**src/common/uart_defines.svh**
```systemverilog
`ifndef UART_DEFINES_SVH
`define UART_DEFINES_SVH

`default_nettype none

// Clock cycles per serial bit
// Small value keeps simulation short
`define UART_CLKS_PER_BIT 8

// Width of the byte address decoded by the UART
`define UART_ADDR_BITS 4

`default_nettype wire

`endif

```
**src/common/uart_pkg.sv**
```systemverilog
`default_nettype none

package uart_pkg;

    // Bus side of the peripheral
    typedef logic [31:0] bus_word_t;
    typedef logic [3:0]  bus_strb_t;

    // Serial payload
    typedef logic [7:0] uart_byte_t;

    // Register select taken from the word address
    typedef enum logic {
        REG_DATA   = 1'b0,
        REG_STATUS = 1'b1
    } uart_reg_e;

    // Sits in the low bits of the status read word
    typedef struct packed {
        logic frame_error;
        logic overrun;
        logic rx_full;
        logic tx_busy;
    } uart_status_t;

endpackage

`default_nettype wire

```
**src/uart/uart_tx.sv**
```systemverilog
`include "uart_defines.svh"

`default_nettype none

module uart_tx
    import uart_pkg::*;
(
    input  logic       clock,
    input  logic       reset,
    input  logic       tx_start,
    input  uart_byte_t tx_data,
    output logic       tx_busy,
    output logic       uart_tx
);

    localparam int CLKS_PER_BIT = `UART_CLKS_PER_BIT;
    localparam int CNT_BITS = $clog2(CLKS_PER_BIT);
    localparam int FRAME_BITS = 10;

    // Stop, data and start bits, start bit in the low position
    logic [FRAME_BITS-1:0] shift_reg;
    logic [3:0]            bit_cnt;
    logic [CNT_BITS-1:0]   cyc_cnt;
    logic                  bit_end;

    assign bit_end = (cyc_cnt == CNT_BITS'(CLKS_PER_BIT - 1));

    always_ff @(posedge clock) begin
        if (!reset) begin
            shift_reg <= '1;
            bit_cnt   <= '0;
            cyc_cnt   <= '0;
            tx_busy   <= 1'b0;
        end else if (tx_busy) begin
            if (bit_end) begin
                cyc_cnt   <= '0;
                // Ones fill in behind so the line idles high afterwards
                shift_reg <= {1'b1, shift_reg[FRAME_BITS-1:1]};
                if (bit_cnt == 4'(FRAME_BITS - 1)) begin
                    bit_cnt <= '0;
                    tx_busy <= 1'b0;
                end else begin
                    bit_cnt <= bit_cnt + 4'd1;
                end
            end else begin
                cyc_cnt <= cyc_cnt + 1'b1;
            end
        end else if (tx_start) begin
            shift_reg <= {1'b1, tx_data, 1'b0};
            bit_cnt   <= '0;
            cyc_cnt   <= '0;
            tx_busy   <= 1'b1;
        end
    end

    assign uart_tx = shift_reg[0];

    // Bus port must hold off new bytes until the frame is out
    tx_start_when_idle: assert property (
        @(posedge clock) disable iff (!reset)
        tx_start |-> !tx_busy
    );

    // Whole frame has shifted out by the time busy drops
    line_high_when_idle: assert property (
        @(posedge clock) disable iff (!reset)
        !tx_busy |-> uart_tx
    );

endmodule

`default_nettype wire

```
**src/uart/uart_rx.sv**
```systemverilog
`include "uart_defines.svh"

`default_nettype none

module uart_rx
    import uart_pkg::*;
(
    input  logic       clock,
    input  logic       reset,
    input  logic       uart_rx,
    output logic       rx_valid,
    output uart_byte_t rx_data,
    output logic       rx_frame_error
);

    localparam int CLKS_PER_BIT = `UART_CLKS_PER_BIT;
    localparam int HALF_BIT = CLKS_PER_BIT / 2;
    localparam int CNT_BITS = $clog2(CLKS_PER_BIT);

    typedef enum logic [1:0] {
        RX_IDLE,
        RX_START,
        RX_DATA,
        RX_STOP
    } rx_state_e;

    rx_state_e           state;
    logic [1:0]          sync_q;
    logic                rx_line;
    logic                rx_prev;
    logic                fall;
    logic [2:0]          bit_cnt;
    logic [CNT_BITS-1:0] cyc_cnt;
    logic                half_end;
    logic                bit_end;
    uart_byte_t          data_shift;

    assign rx_line  = sync_q[1];
    assign fall     = rx_prev && !rx_line;
    assign half_end = (cyc_cnt == CNT_BITS'(HALF_BIT - 1));
    assign bit_end  = (cyc_cnt == CNT_BITS'(CLKS_PER_BIT - 1));

    // Two flop synchronizer, plus one more flop for edge detection
    always_ff @(posedge clock) begin
        if (!reset) begin
            sync_q  <= 2'b11;
            rx_prev <= 1'b1;
        end else begin
            sync_q  <= {sync_q[0], uart_rx};
            rx_prev <= rx_line;
        end
    end

    always_ff @(posedge clock) begin
        if (!reset) begin
            state          <= RX_IDLE;
            bit_cnt        <= '0;
            cyc_cnt        <= '0;
            rx_valid       <= 1'b0;
            rx_frame_error <= 1'b0;
        end else begin
            rx_valid       <= 1'b0;
            rx_frame_error <= 1'b0;
            case (state)
                RX_IDLE: begin
                    cyc_cnt <= '0;
                    if (fall) begin
                        state <= RX_START;
                    end
                end
                RX_START: begin
                    if (half_end) begin
                        cyc_cnt <= '0;
                        bit_cnt <= '0;
                        // High again at mid start bit means a glitch
                        state   <= rx_line ? RX_IDLE : RX_DATA;
                    end else begin
                        cyc_cnt <= cyc_cnt + 1'b1;
                    end
                end
                RX_DATA: begin
                    if (bit_end) begin
                        cyc_cnt <= '0;
                        bit_cnt <= bit_cnt + 3'd1;
                        if (bit_cnt == 3'd7) begin
                            state <= RX_STOP;
                        end
                    end else begin
                        cyc_cnt <= cyc_cnt + 1'b1;
                    end
                end
                RX_STOP: begin
                    if (bit_end) begin
                        cyc_cnt        <= '0;
                        rx_valid       <= rx_line;
                        rx_frame_error <= !rx_line;
                        state          <= RX_IDLE;
                    end else begin
                        cyc_cnt <= cyc_cnt + 1'b1;
                    end
                end
                default: state <= RX_IDLE;
            endcase
        end
    end

    // LSB arrives first
    always_ff @(posedge clock) begin
        if (state == RX_DATA && bit_end) begin
            data_shift <= {rx_line, data_shift[7:1]};
        end
    end

    assign rx_data = data_shift;

    valid_or_error: assert property (
        @(posedge clock) disable iff (!reset)
        !(rx_valid && rx_frame_error)
    );

endmodule

`default_nettype wire

```
**src/uart/uart_bus_port.sv**
```systemverilog
`include "uart_defines.svh"

`default_nettype none

module uart_bus_port
    import uart_pkg::*;
(
    input  logic                       clock,
    input  logic                       reset,
    input  logic                       mem_valid,
    input  logic [`UART_ADDR_BITS-1:0] mem_addr,
    input  bus_word_t                  mem_wdata,
    input  bus_strb_t                  mem_wstrb,
    output bus_word_t                  mem_rdata,
    output logic                       mem_ready,
    output logic                       tx_start,
    output uart_byte_t                 tx_data,
    input  logic                       tx_busy,
    input  logic                       rx_valid,
    input  uart_byte_t                 rx_data,
    input  logic                       rx_frame_error
);

    localparam int ADDR_BITS = `UART_ADDR_BITS;
    localparam int STATUS_PAD = $bits(bus_word_t) - $bits(uart_status_t);
    localparam int BYTE_PAD = $bits(bus_word_t) - $bits(uart_byte_t);

    uart_reg_e    reg_sel;
    logic         is_write;
    logic         done;
    logic         pending;
    logic         do_status_rd;
    logic         do_status_wr;
    logic         do_data_rd;
    logic         do_data_wr;
    logic         accept;
    logic         rx_full_q;
    logic         overrun_q;
    logic         frame_error_q;
    uart_byte_t   rx_buf;
    uart_status_t status;

    // Word index 1 is the status register
    assign reg_sel  = (mem_addr[ADDR_BITS-1:2] == (ADDR_BITS - 2)'(1)) ? REG_STATUS : REG_DATA;
    assign is_write = |mem_wstrb;
    assign pending  = mem_valid && !done;

    assign do_status_rd = pending && !is_write && (reg_sel == REG_STATUS);
    assign do_status_wr = pending && is_write && (reg_sel == REG_STATUS);
    // Data accesses stall until the buffer or the transmitter is ready
    assign do_data_rd   = pending && !is_write && (reg_sel == REG_DATA) && rx_full_q;
    assign do_data_wr   = pending && is_write && (reg_sel == REG_DATA) && !tx_busy;
    assign accept       = do_status_rd || do_status_wr || do_data_rd || do_data_wr;

    assign status = '{
        frame_error: frame_error_q,
        overrun:     overrun_q,
        rx_full:     rx_full_q,
        tx_busy:     tx_busy
    };

    always_ff @(posedge clock) begin
        if (!reset) begin
            mem_ready     <= 1'b0;
            tx_start      <= 1'b0;
            done          <= 1'b0;
            rx_full_q     <= 1'b0;
            overrun_q     <= 1'b0;
            frame_error_q <= 1'b0;
        end else begin
            mem_ready <= accept;
            tx_start  <= do_data_wr;
            // Served request stays blocked until the requester drops valid
            if (accept) begin
                done <= 1'b1;
            end else if (!mem_valid) begin
                done <= 1'b0;
            end
            if (do_status_rd) begin
                overrun_q     <= 1'b0;
                frame_error_q <= 1'b0;
            end
            // New events win over the clear of a status read
            if (rx_valid) begin
                if (rx_full_q && !do_data_rd) begin
                    overrun_q <= 1'b1;
                end else begin
                    rx_full_q <= 1'b1;
                end
            end else if (do_data_rd) begin
                rx_full_q <= 1'b0;
            end
            if (rx_frame_error) begin
                frame_error_q <= 1'b1;
            end
        end
    end

    always_ff @(posedge clock) begin
        if (do_data_wr) begin
            tx_data <= mem_wdata[7:0];
        end
        // Full buffer keeps the old byte
        if (rx_valid && (!rx_full_q || do_data_rd)) begin
            rx_buf <= rx_data;
        end
        if (do_status_rd) begin
            mem_rdata <= {{STATUS_PAD{1'b0}}, status};
        end else if (do_data_rd) begin
            mem_rdata <= {{BYTE_PAD{1'b0}}, rx_buf};
        end else begin
            mem_rdata <= '0;
        end
    end

    ready_is_pulse: assert property (
        @(posedge clock) disable iff (!reset)
        mem_ready |=> !mem_ready
    );

endmodule

`default_nettype wire

```
**src/design/uart_top.sv**
```systemverilog
`include "uart_defines.svh"

`default_nettype none

module uart_top
    import uart_pkg::*;
(
    input  logic                       clock,
    input  logic                       reset,
    input  logic                       mem_valid,
    input  logic [`UART_ADDR_BITS-1:0] mem_addr,
    input  bus_word_t                  mem_wdata,
    input  bus_strb_t                  mem_wstrb,
    output bus_word_t                  mem_rdata,
    output logic                       mem_ready,
    input  logic                       uart_rx,
    output logic                       uart_tx
);

    logic       tx_start;
    uart_byte_t tx_data;
    logic       tx_busy;
    logic       rx_valid;
    uart_byte_t rx_data;
    logic       rx_frame_error;

    uart_bus_port u_bus_port (
        .clock          (clock),
        .reset          (reset),
        .mem_valid      (mem_valid),
        .mem_addr       (mem_addr),
        .mem_wdata      (mem_wdata),
        .mem_wstrb      (mem_wstrb),
        .mem_rdata      (mem_rdata),
        .mem_ready      (mem_ready),
        .tx_start       (tx_start),
        .tx_data        (tx_data),
        .tx_busy        (tx_busy),
        .rx_valid       (rx_valid),
        .rx_data        (rx_data),
        .rx_frame_error (rx_frame_error)
    );

    uart_tx u_tx (
        .clock    (clock),
        .reset    (reset),
        .tx_start (tx_start),
        .tx_data  (tx_data),
        .tx_busy  (tx_busy),
        .uart_tx  (uart_tx)
    );

    uart_rx u_rx (
        .clock          (clock),
        .reset          (reset),
        .uart_rx        (uart_rx),
        .rx_valid       (rx_valid),
        .rx_data        (rx_data),
        .rx_frame_error (rx_frame_error)
    );

endmodule

`default_nettype wire

```
**config.mk**
```make
export PLATFORM = sky130hd
export DESIGN_NAME = uart_top
export DESIGN_NICKNAME = d
export VERILOG_FILES = /design/src/common/uart_pkg.sv /design/src/uart/uart_tx.sv /design/src/uart/uart_rx.sv /design/src/uart/uart_bus_port.sv /design/src/design/uart_top.sv
export VERILOG_INCLUDE_DIRS = /design/src /design/src/common
export SDC_FILE = /design/constraint.sdc
export NUM_CORES = 1
export LEC_CHECK = 0
export ABC_CLOCK_PERIOD_IN_PS = 3400
export BUFFER_PORTS_ARGS = -buffer_cell sky130_fd_sc_hd__buf_2
export CELL_PAD_IN_SITES_DETAIL_PLACEMENT = 1
export CELL_PAD_IN_SITES_GLOBAL_PLACEMENT = 1
export CORE_UTILIZATION = 35
export DETAILED_ROUTE_END_ITERATION = 8
export PLACE_DENSITY = 0.7
export SYNTH_ARGS = -nofsm -noshare
export SYNTH_HDL_FRONTEND = slang
export SYNTH_HIERARCHICAL = 1
export SYNTH_SLANG_ARGS = --single-unit
export TNS_END_PERCENT = 20
```
**constraint.sdc**
```tcl
create_clock -name clock -period 3.4 [get_ports clock]
set_clock_uncertainty 0.15 [all_clocks]
set_input_delay 1.02 -clock clock [delete_from_list [all_inputs] [get_ports clock]]
set_output_delay 1.02 -clock clock [all_outputs]
set_load 0.1 [all_outputs]
```
==> run_results.csv, run 1 <==
group,metric,value,unit
worst_setup_path,startpoint_type,"input port",
floorplanning,die_h,93.5,µm
logic_synthesis,synth_seq_area_share,0.547,
clocking,clockBufferDepth,2,
clocking,cts_tree,"done",
run_status,status,"completed",
logic_synthesis,synth_top_family_by_area,"simple AND/OR/NAND/NOR gates",
power,cellPowerDensity,519,nW/µm²
worst_setup_path,critPathRequiredTime,3.26,ns
floorplanning,dieArea,8730,µm²
power,p_leak,1.23,nW
route,drc,0,
worst_setup_path,crit_chain,"buf_2 -> or4_4 -> o31ai_1 -> and2_1",
logic_synthesis,yosysUniqueCellTypes,46,
worst_setup_path,cp-end-kind,"register",
worst_hold_path,hold_path.startpoint,"u_rx/sync_q[0]",
clocking,cts_resized,0,
grt,grt_pass1_wl,8540,µm
route,wirelength,5030,µm
floorplanning,die_w,93.5,µm
worst_setup_path,path_delay_family,"simple AND/OR/NAND/NOR gates",
logic_synthesis,synth_ff_type,"dfxtp_1",
logic_synthesis,synth-simple-area-share,0.168,
timing,min_period_over_period,0.750,
place,place_inst,384,
floorplanning,io-pin-count,78,
timing,worstMarginPinSlew,1.11,ns
logic_synthesis,synth.avg_cell_area,11.0,µm²
finish,nNetsFinal,347,
timing,min_period,2.55,ns
finish,final_util,0.405,
place,placed_area,3030,µm²
finish,final_cell_mix,"dfxtp_1, buf_2, conb_1, edfxtp_1, nor2_1",
clocking,cts.sinks,68,
logic_synthesis,synthAdderAreaFrac,0.0427,
logic_synthesis,synth_compound_area_frac,0.118,
route,num_vias,1881,
logic_synthesis,syn_inst,265,
place,hpwl,3430,µm
timing,hold_violations,0,
finish,fin_area,3210,µm²
worst_setup_path,critPathLaunch,"mem_wstrb[1]",
logic_synthesis,synthMuxAreaShare,0.0184,
worst_setup_path,cp_slowest_cell,"or4_4",
logic_synthesis,synth-warning-count,6,
route,via_per_inst,4.70,
clocking,htreeDepth,3,
worst_setup_path,worst-setup-path-type,"in2reg",
worst_setup_path,cp_max_fo,8,
logic_synthesis,synth_xor_area_frac,0,
clocking,post_cts_buffers,0,
timing,hold_ws,0.264,ns
worst_setup_path,critPathBufInv,1,
route,wl_per_cell,12.6,µm
worst_setup_path,critPathMaxStageDelay,0.59,ns
grt,antenna_found_initial,0,
route,drt_iter0_drc,39,
route,ant_nets,0,
finish,largest_reg_flops,9,
worst_setup_path,reg2reg_from,"u_bus_port/done",
timing,slew-limit-headroom,0.260,
floorplanning,start_util,0.369,
clocking,clk_pin_slew,0.08,ns
worst_hold_path,holdCritPathClass,"reg2reg",
place,place_congestion,0.721,
logic_synthesis,async_flop_share,0,
grt,grt-ovfl-total,0,
flow_run,cap_violations,0,
timing,rsz0062_at_grt,"false",
floorplanning,core_area,7930,µm²
finish,drive_gt1_frac,0.218,
logic_synthesis,synth-edff-count,24,
finish,fin_cells,400,
power,peakVddDrop,0.221,mV
clocking,root_buffer,"clkbuf_8",
grt,grt_usage,0.128,
logic_synthesis,synth-seq-cells,68,
timing,fmax,392,MHz
clocking,clkLatencyLatePin,0.34,ns
timing,fin_setup_tns,0,ns
grt,grt_start_max_net_pins,31,
clocking,cts_buffers,9,
grt,grt_pass1_vias,1832,
worst_setup_path,worstPathArrival,2.41,ns
finish,area_growth,9.57,%
floorplanning,rows,32,
timing,drv_slew,0,
finish,diodes,0,
finish,layout_commonest_cell,"dfxtp_1",
timing,setup_viol,0,
clocking,ctsHoldBuffers,0,
route,dr.pass1.iters,4,
logic_synthesis,synth_area,2930,µm²
place,port_buffers,27,
-- worst paths after layout --
kind	slack, ns	cells past startpoint	to
setup / recovery	0.85	4	u_bus_port/rx_buf[3]
hold / removal	0.26	1	u_rx/sync_q[1]
setup reg to reg	1.29	2	u_bus_port/tx_data[6]
hold reg to reg	0.26	1	u_rx/sync_q[1]
-- Yosys cell counts (2+ instances only) --
library cell	number	area (µm²)
and2b_1	6	45.0
nor2_1	19	71.3
and2_1	9	56.3
a211oi_2	7	87.6
nor2b_1	6	37.5
buf_2	3	15.0
nor3b_1	4	30.0
mux2_4	2	30.0
nand2b_1	7	43.8
buf_4	24	180
a21oi_1	13	65.1
nand3b_1	2	15.0
inv_1	8	30.0
nand3_1	10	50.1
ha_1	10	125
o21ai_0	5	25.0
dfxtp_1	44	881
nand2_1	18	67.6
buf_6	6	67.6
clkbuf_1	3	11.3
o21ai_1	11	55.1
edfxtp_1	24	721
-- layout make-up --
| type | instances | area (µm²) |
|---|---|---|
| well taps | 102 | 128 |
| flip-flops and latches | 68 | 1600 |
| clock inverters | 7 | 52.6 |
| inverters | 9 | 33.8 |
| multi-input cells | 175 | 1110 |
| clock buffers | 9 | 124 |
| repair buffers | 30 | 158 |
| fillers | 899 | 4720 |
-- per-stage QoR --
step           worst slack [ns]  power (mW)
6_report                  0.850        1.66
5_1_grt                   0.781        1.74
4_1_cts                   0.838        1.69
3_5_place_dp              0.462        1.09
3_3_place_gp              0.472        1.09
2_1_floorplan             0.529        1.09
-- worst register-to-register path: stages, from the launching register on --
cell	delay, ns
dfxtp_1	0.31
nand2b_1	0.27
nor4b_2	0.99
-- report_power, final --
group | leakage [nW] | switching (mW) | internal, mW
sequential | 0.575 | 0.0105 | 0.855
combinational | 0.571 | 0.169 | 0.0336
clock | 0.0831 | 0.328 | 0.268
-- routing by layer --
layer / vias to the layer above / routed length [µm] / share of wire / GRT usage
met3: 10 / 184 / 0.037 / 0.0382
met1: 895 / 2400 / 0.48 / 0.157
met4: 0 / 122 / 0.024 / 0.0731
met5: - / 0 / 0 / 0
met2: 46 / 2320 / 0.46 / 0.201
li1: 930 / - / - / -
-- cell families after synthesis --
family / count (synthesis)
AO/OA/AOI/OAI: 48
adder cells (fa/ha/maj): 10
buffers and inverters: 45
flip-flops: 68
multiplexers: 4
other: 1
AND/OR/NAND/NOR: 89
(Power assumes the default switching activity.)
==> inputs of run 2 (changes only) <==
--- a/config.mk
+++ b/config.mk
@@ -6,13 +6,14 @@
 export SDC_FILE = /design/constraint.sdc
 export NUM_CORES = 1
 export LEC_CHECK = 0
-export ABC_CLOCK_PERIOD_IN_PS = 3400
+export ABC_AREA = 1
+export ABC_CLOCK_PERIOD_IN_PS = 2300
 export BUFFER_PORTS_ARGS = -buffer_cell sky130_fd_sc_hd__buf_2
 export CELL_PAD_IN_SITES_DETAIL_PLACEMENT = 1
 export CELL_PAD_IN_SITES_GLOBAL_PLACEMENT = 1
 export CORE_UTILIZATION = 35
 export DETAILED_ROUTE_END_ITERATION = 8
-export PLACE_DENSITY = 0.7
+export PLACE_DENSITY = 0.75
 export SYNTH_ARGS = -nofsm -noshare
 export SYNTH_HDL_FRONTEND = slang
 export SYNTH_HIERARCHICAL = 1
==> constraint.sdc (replaced) <==
create_clock -name clock -period 2.3 [get_ports clock]
set_clock_uncertainty 0.15 [all_clocks]
set_input_delay 0.69 -clock clock [delete_from_list [all_inputs] [get_ports clock]]
set_output_delay 0.69 -clock clock [all_outputs]
set_load 0.1 [all_outputs]
==> run_results.csv, run 2 <==
group,metric,value,unit
run_status,status,"completed",
grt,grt_pass1_vias,1914,
worst_setup_path,worstPathArrival,1.09,ns
worst_setup_path,cp_max_fo,2,
floorplanning,core_area,7810,µm²
timing,drv_slew,0,
floorplanning,start_util,0.365,
grt,use_met2,0.242,
clocking,cts_resized,0,
route,drc,0,
place,place_inst,420,
logic_synthesis,synth_compound_area_frac,0.0690,
grt,grt-ovfl-total,0,
route,via_per_inst,4.38,
logic_synthesis,synth_area,2850,µm²
logic_synthesis,synth-warning-count,6,
place,port_buffers,27,
power,peakVddDrop,0.397,mV
clocking,post_cts_buffers,0,
route,wl_per_cell,11.9,µm
floorplanning,die_w,92.2,µm
grt,grt.busiest_layer,"met2",
finish,diodes,0,
floorplanning,die_h,92.2,µm
grt,grt_usage,0.132,
clocking,htreeDepth,3,
logic_synthesis,synth-simple-area-share,0.198,
clocking,cts.sinks,68,
finish,nNetsFinal,383,
logic_synthesis,synthMuxAreaShare,0,
worst_setup_path,worst-setup-path-type,"reg2out",
logic_synthesis,synth_ff_type,"dfxtp_1",
route,ant_nets,0,
clocking,ctsHoldBuffers,0,
place,place_congestion,0.722,
grt,use_met1,0.135,
worst_setup_path,crit_chain,"buf_2",
worst_setup_path,critPathMaxStageDelay,0.42,ns
worst_hold_path,holdCritPathClass,"reg2reg",
finish,layout_commonest_cell,"nand2_1",
logic_synthesis,synth_top_area_frac,0.309,
route,wirelength,5180,µm
clocking,clockBufferDepth,2,
clocking,clk_pin_slew,0.07,ns
place,hpwl,3840,µm
power,cellPowerDensity,818,nW/µm²
clocking,cts_buffers,9,
clocking,clkLatencyLatePin,0.33,ns
worst_setup_path,r2r_cells,6,
route,dr.pass1.iters,4,
logic_synthesis,yosysUniqueCellTypes,32,
finish,largest_reg_flops,9,
logic_synthesis,synth-edff-count,24,
timing,hold_violations,0,
logic_synthesis,synth_xor_area_frac,0.00308,
worst_setup_path,critPathRequiredTime,1.46,ns
worst_setup_path,cp_slowest_cell,"buf_2",
worst_setup_path,crit_cells,1,
finish,fin_cells,436,
clocking,cts_tree,"done",
power,p_leak,1.44,nW
floorplanning,dieArea,8500,µm²
logic_synthesis,synth_top_area_cell,"dfxtp_1",
logic_synthesis,syn_inst,293,
worst_hold_path,holdPathStages,1,
logic_synthesis,synth_top_family_by_area,"simple AND/OR/NAND/NOR gates",
logic_synthesis,synth.avg_cell_area,9.72,µm²
floorplanning,io-pin-count,78,
grt,grt_start_max_net_pins,16,
logic_synthesis,synth.most_common_cell,"nand2_1",
logic_synthesis,async_flop_share,0,
logic_synthesis,synthAdderAreaFrac,0.0439,
logic_synthesis,netlist_top_cells_area,"dfxtp_1, edfxtp_1, buf_4",
timing,min_period,1.93,ns
route,drt_iter0_drc,33,
worst_setup_path,startpoint_type,"register",
worst_setup_path,critPathBufInv,1,
grt,grt_pass1_wl,8550,µm
logic_synthesis,synth-seq-cells,68,
timing,setup_viol,0,
timing,rsz0062_at_grt,"false",
flow_run,cap_violations,0,
finish,drive_gt1_frac,0.240,
worst_setup_path,cp-end-kind,"output port",
logic_synthesis,synth_common_cells,"nand2_1, dfxtp_1, inv_1",
clocking,root_buffer,"clkbuf_8",
logic_synthesis,synth_seq_area_share,0.562,
floorplanning,rows,32,
grt,use_met3,0.0531,
timing,fmax,518,MHz
worst_setup_path,path_delay_family,"buffers and inverters",
timing,min_period_over_period,0.840,
route,num_vias,1911,
grt,antenna_found_initial,0,
finish,final_cell_mix,"nand2_1, dfxtp_1, inv_1",
timing,fin_setup_tns,0,ns
finish,area_growth,13.1,%
run 2: layout make-up:
type	instances	area [µm²]
Tap cell	102	128
Timing Repair Buffer	30	158
Multi-Input combinational cell	182	983
Fill cell	943	4590
Sequential cell	68	1600
Clock buffer	10	149
Clock inverter	6	60.1
Inverter	38	143
run 2: worst paths after layout:
kind                                   startpoint               to  slack [ns]
worst max register to register       u_tx/tx_busy  u_tx/bit_cnt[1]        0.61
worst min register to register     u_rx/sync_q[0]   u_rx/sync_q[1]        0.27
worst min-delay path               u_rx/sync_q[0]   u_rx/sync_q[1]        0.27
worst max-delay path            u_tx/shift_reg[0]          uart_tx        0.37
run 2: stage by stage:
stage          utilization  cell area, µm²  setup WS [ns]  total power, mW  hold slack (ns)
3_5_place_dp         0.386            3010          0.244             1.66            0.254
5_1_grt              0.413            3220          0.314             2.75            0.290
6_report             0.413            3220          0.369             2.64            0.268
2_1_floorplan            -            2930          0.256             1.64            0.242
3_3_place_gp         0.386            3010          0.325             1.65            0.250
4_1_cts              0.413            3220          0.338             2.68            0.272
run 2: cells by family (layout without fill, tap and decap cells):
group,count (synthesis),after routing
and+or+nand+nor,116,116
AOI/OAI and AO/OA,31,31
xor gates and xnor gates,1,1
adders and majority gates,10,10
DFF,68,68
other,1,24
buffers and inverters,66,84
run 2: where the power goes:
group	switching (mW)	internal, mW	total, mW	leakage, nW
registers	0.0229	1.27	1.30	0.576
clock network	0.445	0.562	1.01	0.105
logic	0.277	0.0537	0.331	0.758
total	0.746	1.89	2.64	1.44
run 2: metal layers:
metal | wire, µm | part of all wire | vias to the layer above
met4 | 34 | 0.0066 | 0
li1 | - | - | 966
met2 | 2770 | 0.54 | 31
met5 | 0 | 0 | -
met1 | 2180 | 0.42 | 912
met3 | 195 | 0.038 | 2
